==> src/logic/owt_pkg.sv <==
/*
 * One-wire link definitions shared by the capture stage and the consumers.
 * Covers frame widths, the command layout, the two readings of the data word
 * and the captured frame passed between modules.
 */
package owt_pkg;

    // ========================================
    // link widths
    // ========================================
    localparam int unsigned OWT_CMD_W  = 8;
    localparam int unsigned OWT_DATA_W = 20;
    // command is write flag over the address
    localparam int unsigned REG_AW     = OWT_CMD_W - 1;
    localparam int unsigned REG_DW     = 8;
    localparam int unsigned ADC_DW     = 10;

    // ========================================
    // frame types
    // ========================================
    typedef struct packed {
        logic              wr;
        logic [REG_AW-1:0] addr;
    } owt_cmd_t;

    // byte registers use only the low byte
    typedef struct packed {
        logic [OWT_DATA_W-REG_DW-1:0] pad;
        logic [REG_DW-1:0]            data;
    } owt_reg_view_t;

    // dual sample word at the ADC address
    typedef struct packed {
        logic [ADC_DW-1:0] adc2;
        logic [ADC_DW-1:0] adc1;
    } owt_adc_view_t;

    typedef union packed {
        owt_reg_view_t rv;
        owt_adc_view_t adc;
    } owt_data_u;

    // 29 bits, one accepted frame
    typedef struct packed {
        logic      valid;
        owt_cmd_t  cmd;
        owt_data_u data;
    } owt_frame_t;

endpackage
==> src/logic/shadow_pkg.sv <==
/*
 * Low-voltage shadow register map.
 * Holds the mapped shadow addresses, the analog forward range, the list of
 * digital addresses that raise a hit and the struct of shadow outputs.
 */
package shadow_pkg;

    // ========================================
    // shadow register addresses
    // ========================================
    localparam logic [owt_pkg::REG_AW-1:0] ADDR_EFUSE_CFG = 7'h06;
    localparam logic [owt_pkg::REG_AW-1:0] ADDR_EFUSE_STS = 7'h07;
    localparam logic [owt_pkg::REG_AW-1:0] ADDR_STATUS1   = 7'h08;
    localparam logic [owt_pkg::REG_AW-1:0] ADDR_STATUS2   = 7'h0A;
    localparam logic [owt_pkg::REG_AW-1:0] ADDR_STATUS3   = 7'h0C;
    localparam logic [owt_pkg::REG_AW-1:0] ADDR_STATUS4   = 7'h0D;
    localparam logic [owt_pkg::REG_AW-1:0] ADDR_BIST1     = 7'h14;
    localparam logic [owt_pkg::REG_AW-1:0] ADDR_BIST2     = 7'h15;
    // both ADC samples share this one
    localparam logic [owt_pkg::REG_AW-1:0] ADDR_ADC       = 7'h1F;

    // ========================================
    // forwarded ranges
    // ========================================
    // analog range, inclusive both ends
    localparam logic [owt_pkg::REG_AW-1:0] ANA_START = 7'h20;
    localparam logic [owt_pkg::REG_AW-1:0] ANA_END   = 7'h3F;

    localparam int unsigned DGT_NUM = 4;

    // entry 0 is the lowest address
    localparam logic [DGT_NUM-1:0][owt_pkg::REG_AW-1:0] DGT_ADDR_LIST = {
        7'h50,
        7'h48,
        7'h41,
        7'h40
    };

    // ========================================
    // shadow outputs
    // ========================================
    // efuse registers kept as plain bytes
    typedef struct packed {
        logic [owt_pkg::REG_DW-1:0] efuse_cfg;
        logic [owt_pkg::REG_DW-1:0] efuse_sts;
        logic [owt_pkg::REG_DW-1:0] status1;
        logic [owt_pkg::REG_DW-1:0] status2;
        logic [owt_pkg::REG_DW-1:0] status3;
        logic [owt_pkg::REG_DW-1:0] status4;
        logic [owt_pkg::REG_DW-1:0] bist1;
        logic [owt_pkg::REG_DW-1:0] bist2;
        logic [owt_pkg::ADC_DW-1:0] adc1;
        logic [owt_pkg::ADC_DW-1:0] adc2;
    } shadow_regs_t;

endpackage

==> src/logic/lv_hv_shadow.sv <==
/*
 * Top level of the low-voltage shadow.
 * The capture stage feeds the shadow bank and the forwarder in parallel;
 * every output follows its input frame by two clock edges.
 */
`timescale 1ns/10ps

module lv_hv_shadow (
    input  logic                             i_clk,
    input  logic                             i_rst_n,
    input  logic                             i_owt_rx_ack,
    input  owt_pkg::owt_cmd_t                i_owt_rx_cmd,
    input  logic [owt_pkg::OWT_DATA_W-1:0]   i_owt_rx_data,
    input  logic                             i_owt_rx_status,
    output shadow_pkg::shadow_regs_t         o_regs,
    output logic                             o_hv_ang_reg_vld,
    output logic [owt_pkg::REG_DW-1:0]       o_hv_ang_reg_data,
    output logic                             o_hv_dgt_reg_vld
);

    owt_pkg::owt_frame_t frame;

    // accepted frames only past this point
    owt_frame_capture u_owt_frame_capture (
        .i_clk           (i_clk),
        .i_rst_n         (i_rst_n),
        .i_owt_rx_ack    (i_owt_rx_ack),
        .i_owt_rx_cmd    (i_owt_rx_cmd),
        .i_owt_rx_data   (i_owt_rx_data),
        .i_owt_rx_status (i_owt_rx_status),
        .o_frame         (frame)
    );

    shadow_reg_bank u_shadow_reg_bank (
        .i_clk   (i_clk),
        .i_rst_n (i_rst_n),
        .i_frame (frame),
        .o_regs  (o_regs)
    );

    hv_reg_forward u_hv_reg_forward (
        .i_clk             (i_clk),
        .i_rst_n           (i_rst_n),
        .i_frame           (frame),
        .o_hv_ang_reg_vld  (o_hv_ang_reg_vld),
        .o_hv_ang_reg_data (o_hv_ang_reg_data),
        .o_hv_dgt_reg_vld  (o_hv_dgt_reg_vld)
    );

endmodule

==> src/logic/hv_reg_forward.sv <==
/*
 * Forwards hits on high-voltage register addresses.
 * Analog range hits give a one-cycle pulse with the low data byte; hits on
 * the digital address list give a one-cycle pulse. Reads and writes alike.
 */
`timescale 1ns/10ps

module hv_reg_forward (
    input  logic                        i_clk,
    input  logic                        i_rst_n,
    input  owt_pkg::owt_frame_t         i_frame,
    output logic                        o_hv_ang_reg_vld,
    output logic [owt_pkg::REG_DW-1:0]  o_hv_ang_reg_data,
    output logic                        o_hv_dgt_reg_vld
);

    logic [owt_pkg::REG_AW-1:0] addr;
    logic                       ang_hit;
    logic                       dgt_hit;
    logic                       ang_fire;
    logic                       dgt_fire;

    assign addr    = i_frame.cmd.addr;
    assign ang_hit = (addr >= shadow_pkg::ANA_START) && (addr <= shadow_pkg::ANA_END);

    // match against the digital list
    always_comb begin
        dgt_hit = 1'b0;
        for (int i = 0; i < shadow_pkg::DGT_NUM; i++) begin
            dgt_hit = dgt_hit | (addr == shadow_pkg::DGT_ADDR_LIST[i]);
        end
    end

    assign ang_fire = i_frame.valid & ang_hit;
    assign dgt_fire = i_frame.valid & dgt_hit;

    always_ff @(posedge i_clk or negedge i_rst_n) begin
        if (!i_rst_n) begin
            o_hv_ang_reg_vld <= 1'b0;
            o_hv_dgt_reg_vld <= 1'b0;
        end else begin
            o_hv_ang_reg_vld <= ang_fire;
            o_hv_dgt_reg_vld <= dgt_fire;
        end
    end

    // analog byte held until the next analog hit
    always_ff @(posedge i_clk or negedge i_rst_n) begin
        if (!i_rst_n) begin
            o_hv_ang_reg_data <= '0;
        end else if (ang_fire) begin
            o_hv_ang_reg_data <= i_frame.data.rv.data;
        end
    end

    // ========================================
    // assertions
    // ========================================
    // analog range and digital list never overlap
    a_pulse_onehot: assert property (
        @(posedge i_clk) disable iff (!i_rst_n)
        !(o_hv_ang_reg_vld && o_hv_dgt_reg_vld)
    );

endmodule

==> src/logic/shadow_reg_bank.sv <==
/*
 * Shadow copies of the high-voltage registers.
 * Write frames are decoded against the shadow map one cycle after capture;
 * the ADC address loads both 10-bit samples from the one data word.
 */
`timescale 1ns/10ps

module shadow_reg_bank (
    input  logic                        i_clk,
    input  logic                        i_rst_n,
    input  owt_pkg::owt_frame_t         i_frame,
    output shadow_pkg::shadow_regs_t    o_regs
);

    shadow_pkg::shadow_regs_t       regs_q;
    owt_pkg::owt_data_u             wdata;
    logic [owt_pkg::REG_AW-1:0]     waddr;
    logic                           wr_en;

    assign wr_en = i_frame.valid & i_frame.cmd.wr;
    assign waddr = i_frame.cmd.addr;
    assign wdata = i_frame.data;

    // ========================================
    // address decode and update
    // ========================================
    always_ff @(posedge i_clk or negedge i_rst_n) begin
        if (!i_rst_n) begin
            regs_q <= '0;
        end else if (wr_en) begin
            case (waddr)
                shadow_pkg::ADDR_EFUSE_CFG: begin
                    regs_q.efuse_cfg <= wdata.rv.data;
                end
                shadow_pkg::ADDR_EFUSE_STS: begin
                    regs_q.efuse_sts <= wdata.rv.data;
                end
                shadow_pkg::ADDR_STATUS1: begin
                    regs_q.status1 <= wdata.rv.data;
                end
                shadow_pkg::ADDR_STATUS2: begin
                    regs_q.status2 <= wdata.rv.data;
                end
                shadow_pkg::ADDR_STATUS3: begin
                    regs_q.status3 <= wdata.rv.data;
                end
                shadow_pkg::ADDR_STATUS4: begin
                    regs_q.status4 <= wdata.rv.data;
                end
                shadow_pkg::ADDR_BIST1: begin
                    regs_q.bist1 <= wdata.rv.data;
                end
                shadow_pkg::ADDR_BIST2: begin
                    regs_q.bist2 <= wdata.rv.data;
                end
                // both samples land together
                shadow_pkg::ADDR_ADC: begin
                    regs_q.adc1 <= wdata.adc.adc1;
                    regs_q.adc2 <= wdata.adc.adc2;
                end
                default: begin
                    // unmapped, nothing to shadow
                end
            endcase
        end
    end

    assign o_regs = regs_q;

    // ========================================
    // assertions
    // ========================================
    // reads, idle cycles and dropped frames leave the bank alone
    a_no_stray_update: assert property (
        @(posedge i_clk) disable iff (!i_rst_n)
        !(i_frame.valid && i_frame.cmd.wr) |=> $stable(o_regs)
    );

endmodule

==> src/logic/owt_frame_capture.sv <==
/*
 * Registers one received one-wire frame per cycle.
 * A strobe with the error flag clear becomes a one-cycle valid frame;
 * errored or unstrobed cycles are dropped here and nowhere else.
 */
`timescale 1ns/10ps

module owt_frame_capture (
    input  logic                             i_clk,
    input  logic                             i_rst_n,
    input  logic                             i_owt_rx_ack,
    input  owt_pkg::owt_cmd_t                i_owt_rx_cmd,
    input  logic [owt_pkg::OWT_DATA_W-1:0]   i_owt_rx_data,
    input  logic                             i_owt_rx_status,
    output owt_pkg::owt_frame_t              o_frame
);

    logic                accept;
    logic                frame_vld;
    owt_pkg::owt_cmd_t   cmd_q;
    owt_pkg::owt_data_u  data_q;

    // status high means the link saw an error
    assign accept = i_owt_rx_ack & ~i_owt_rx_status;

    always_ff @(posedge i_clk or negedge i_rst_n) begin
        if (!i_rst_n) begin
            frame_vld <= 1'b0;
        end else begin
            frame_vld <= accept;
        end
    end

    // payload held between accepted frames
    always_ff @(posedge i_clk) begin
        if (accept) begin
            cmd_q  <= i_owt_rx_cmd;
            data_q <= i_owt_rx_data;
        end
    end

    assign o_frame.valid = frame_vld;
    assign o_frame.cmd   = cmd_q;
    assign o_frame.data  = data_q;

    // ========================================
    // assertions
    // ========================================
    // an errored strobe never produces a frame
    a_err_dropped: assert property (
        @(posedge i_clk) disable iff (!i_rst_n)
        (i_owt_rx_ack && i_owt_rx_status) |=> !o_frame.valid
    );

endmodule

==> config.mk <==
export PLATFORM = sky130hd
export DESIGN_NAME = lv_hv_shadow
export DESIGN_NICKNAME = d
export VERILOG_FILES = /design/src/logic/owt_pkg.sv /design/src/logic/shadow_pkg.sv /design/src/logic/lv_hv_shadow.sv /design/src/logic/hv_reg_forward.sv /design/src/logic/shadow_reg_bank.sv /design/src/logic/owt_frame_capture.sv
export SDC_FILE = /design/constraint.sdc
export NUM_CORES = 1
export LEC_CHECK = 0
export BUFFER_PORTS_ARGS = -buffer_cell sky130_fd_sc_hd__buf_2
export CAP_MARGIN = 20
export CORE_MARGIN = 4
export CORE_UTILIZATION = 46
export DETAILED_ROUTE_END_ITERATION = 8
export GPL_ROUTABILITY_DRIVEN = 0
export PLACE_DENSITY = 0.75
export SLEW_MARGIN = 20
export SYNTH_ARGS = -nofsm -noshare
export SYNTH_HDL_FRONTEND = slang
export SYNTH_SLANG_ARGS = --single-unit
==> constraint.sdc <==
create_clock -name i_clk -period 3.2 [get_ports i_clk]
set_input_delay 0.32 -clock i_clk [delete_from_list [all_inputs] [get_ports i_clk]]
set_output_delay 0.32 -clock i_clk [all_outputs]
set_load 0.02 [all_outputs]
==> flow_metrics.env <==
export IMPL_htreeDepth=4
export IMPL_criticalPathCategory="flip-flop to flip-flop"
export IMPL_cts_buffers=17
export IMPL_final_fill_count=748
export IMPL_grt_start_max_net_pins=90
export IMPL_grt_pass1_vias=2998
export IMPL_worstPathArrival_ps=2360
export IMPL_area_growth_synth_to_final_pct=35.91
export IMPL_finalSetupViolCount=0
export IMPL_die_h_um=107.5
export IMPL_setup_tns_ps=0
export IMPL_row_count=36
export IMPL_cp_required_ps=3580
export IMPL_cts_root_buf="clkbuf_8"
export IMPL_antenna_cells=0
export IMPL_path_clk_slew_ps=60
export IMPL_io_pins=126
export IMPL_fin_skew_ps=9.375
export IMPL_synth_cell_types=25
export IMPL_fin_hold_ws_ps=172.3
export IMPL_layout_drive_gt1_share=0.5916
export IMPL_ys_ff_latch=123
export IMPL_clkLatencyLatePin_ps=500
export IMPL_seq_area_frac_synth=0.7062
export IMPL_die_area_sq_um=11560
export IMPL_end_kind="flip-flop"
export IMPL_grt_antenna_before_repair=0
export IMPL_cts_tree="built"
export IMPL_core_sq_um=9729
export IMPL_syn_inst=257
export IMPL_drv_slew=0
export IMPL_avgSynthCellArea_sq_um=17.73
export IMPL_initial_core_util=0.4684
export IMPL_track_usage=0.1846
export IMPL_multi_input_area_sq_um=1276
export IMPL_final_antenna_net_count=0
export IMPL_synth_fp_nets=289
export IMPL_vias=2733
export IMPL_cts_path_max_buffers=2
export IMPL_vias_per_cell=4.846
export IMPL_finalWirelength_um=10130
export IMPL_wl_per_cell_um=17.96
export IMPL_regArea_sq_um=3218
export IMPL_max_cap_violations=0
export IMPL_hold_class="input port to flip-flop"
export IMPL_ir_drop_mv=0.4236
export IMPL_cellPowerDensity_nw_per_um2=632.5
export IMPL_die_x_um=107.5
export IMPL_layout_min_cycle_time_ps=1982
export IMPL_report_final_hold_viol_count=0
export IMPL_cts_sinks=123
export IMPL_firstDrtPassIters=4
export IMPL_slew_headroom=0.4765
export IMPL_worstMarginPinSlew_ps=785.2
export IMPL_status="finished clean"
export IMPL_yosysWarnings=0
export IMPL_nets=450
export IMPL_critPathMaxFanout=8
export IMPL_post_dp_hpwl_um=6631
export IMPL_critPathLaunchType="flip-flop"
export IMPL_io_buffers=125
export IMPL_fmax_mhz=504.6
export IMPL_grt_pass1_wl_um=15930
export IMPL_rsz0062_at_grt="no"
export IMPL_drc_errors=0
export IMPL_grt_overflow_total=0
export IMPL_netlist_area_sq_um=4557
export IMPL_fin_crit_sh=0.6193
export IMPL_p_leak_nw=3.233
export IMPL_final_util=0.6366
export IMPL_post_cts_resized=0
export IMPL_drt_iter0_markers=75
## flip-flops by register name (all words and copies together) (netlist names)
signal and flops:
u_hv_reg_forward.o_hv_ang_reg_data 8, u_owt_frame_capture.data_q 20, u_shadow_reg_bank.o_regs 84, u_owt_frame_capture.frame_vld 1, u_hv_reg_forward.o_hv_ang_reg_vld 1, u_hv_reg_forward.o_hv_dgt_reg_vld 1
u_owt_frame_capture.o_frame 8
## layout make-up
class | count | share of cell area
clock inverter | 12 | 0.02404
tap | 133 | 0.02687
inverter | 1 | 0.0006061
multi-input combinational | 118 | 0.2061
timing repair buffer | 157 | 0.1525
sequential | 123 | 0.5196
clock buffer | 20 | 0.07030
## power by group
group	switching (mW)	internal, mW	total (mW)
sequential	0.0687	1.70	1.76
combinational	0.163	0.132	0.295
clock	0.656	1.20	1.86
total	0.888	3.03	3.92
## routing by layer
metal	vias up	wire [um]	global-route usage	part of all wire
met5	-	0	0	0
met4	0	77	0.04869	0.0076
met3	7	677	0.06599	0.067
met2	88	5042	0.3064	0.50
met1	1380	4334	0.2300	0.43
li1	1258	-	-	-
## critical path, cell delays in order, from the launching register on
cell and delay [ps]:
edfxtp_1 460, or3_4 440, or4b_4 640, mux2_4 340
## kinds of logic (layout without fill, tap and decap cells)
group	count (synthesis)	in the layout	share of synthesized area
buffers and inverters	16	190	0.01565
DFF	123	123	0.7062
muxes	92	92	0.2339
adders and majority gates	1	1	0.002197
and+or+nand+nor	25	25	0.04201
## synth_stat cells
cell type / instances / area share
and4b_1: 1 / 0.0022
buf_1: 8 / 0.0066
buf_2: 3 / 0.0033
buf_6: 1 / 0.0025
clkbuf_1: 3 / 0.0025
dfrtp_1: 95 / 0.52
edfxtp_1: 28 / 0.18
inv_1: 1 / 0.00082
maj3_1: 1 / 0.0022
mux2_2: 84 / 0.21
mux2_4: 8 / 0.026
nand2_1: 2 / 0.0016
nand2b_1: 3 / 0.0041
nand3b_1: 2 / 0.0033
nand4_1: 1 / 0.0014
nand4b_1: 4 / 0.0077
nor2_1: 3 / 0.0025
nor2b_1: 1 / 0.0014
nor3_1: 1 / 0.0011
nor3b_1: 1 / 0.0016
nor4_1: 2 / 0.0027
nor4_4: 1 / 0.0047
or3_4: 1 / 0.0025
or4b_1: 1 / 0.0022
or4b_4: 1 / 0.0030
## metrics by stage
step	instance area [sq um]	total power, mW	instances	worst slack (ps)
finish	6193	3.918	564	1218
global route	6193	4.073	564	1163
CTS	6180	3.958	563	1212
detailed placement	5315	2.064	503	1224
global placement	5315	2.051	503	1266
floorplan	4557	1.922	257	1160
## worst paths after layout
kind                                                            from                                                 to  slack (ps)  depth (start not counted)
min in group asynchronous                                    i_rst_n  u_hv_reg_forward.o_hv_ang_reg_data[0]$_DFFE_PN0P_         460                          2
hold reg to reg             u_owt_frame_capture.data_q[16]$_DFFE_PP_            u_shadow_reg_bank.o_regs[6]$_DFFE_PN0P_         480                          1
hold / removal                                       i_owt_rx_status            u_owt_frame_capture.data_q[3]$_DFFE_PP_         170                          2
setup reg to reg           u_owt_frame_capture.o_frame[20]$_DFFE_PP_           u_shadow_reg_bank.o_regs[60]$_DFFE_PN0P_        1220                          3
max in group asynchronous                                    i_rst_n           u_shadow_reg_bank.o_regs[81]$_DFFE_PN0P_        2100                          3
setup / recovery           u_owt_frame_capture.o_frame[20]$_DFFE_PP_           u_shadow_reg_bank.o_regs[60]$_DFFE_PN0P_        1220                          3
## repair_timing
item | CTS | global route
setup buffers | 0 | 0
hold endpoints to repair | 28 | 88
hold buffers | 28 | 1
## cells in the final DEF, fill, tap and decap left out, drive strengths merged
master / netlist / routed
inv: 1 / 1
clkbuf: 3 / 20
or4b: 2 / 2
or3: 1 / 1
clkinv: 0 / 8
dlygate4sd3: 0 / 29
dfrtp: 95 / 95
bufinv: 0 / 3
mux2: 92 / 92
nand4b: 4 / 4
nor2b: 1 / 1
nand2: 2 / 2
and4b: 1 / 1
nor4: 3 / 3
nand2b: 3 / 3
nor3: 1 / 1
nand4: 1 / 1
clkinvlp: 0 / 1
nor3b: 1 / 1
edfxtp: 28 / 28
maj3: 1 / 1
nand3b: 2 / 2
buf: 12 / 128
nor2: 3 / 3
(Power assumes the default switching activity.)
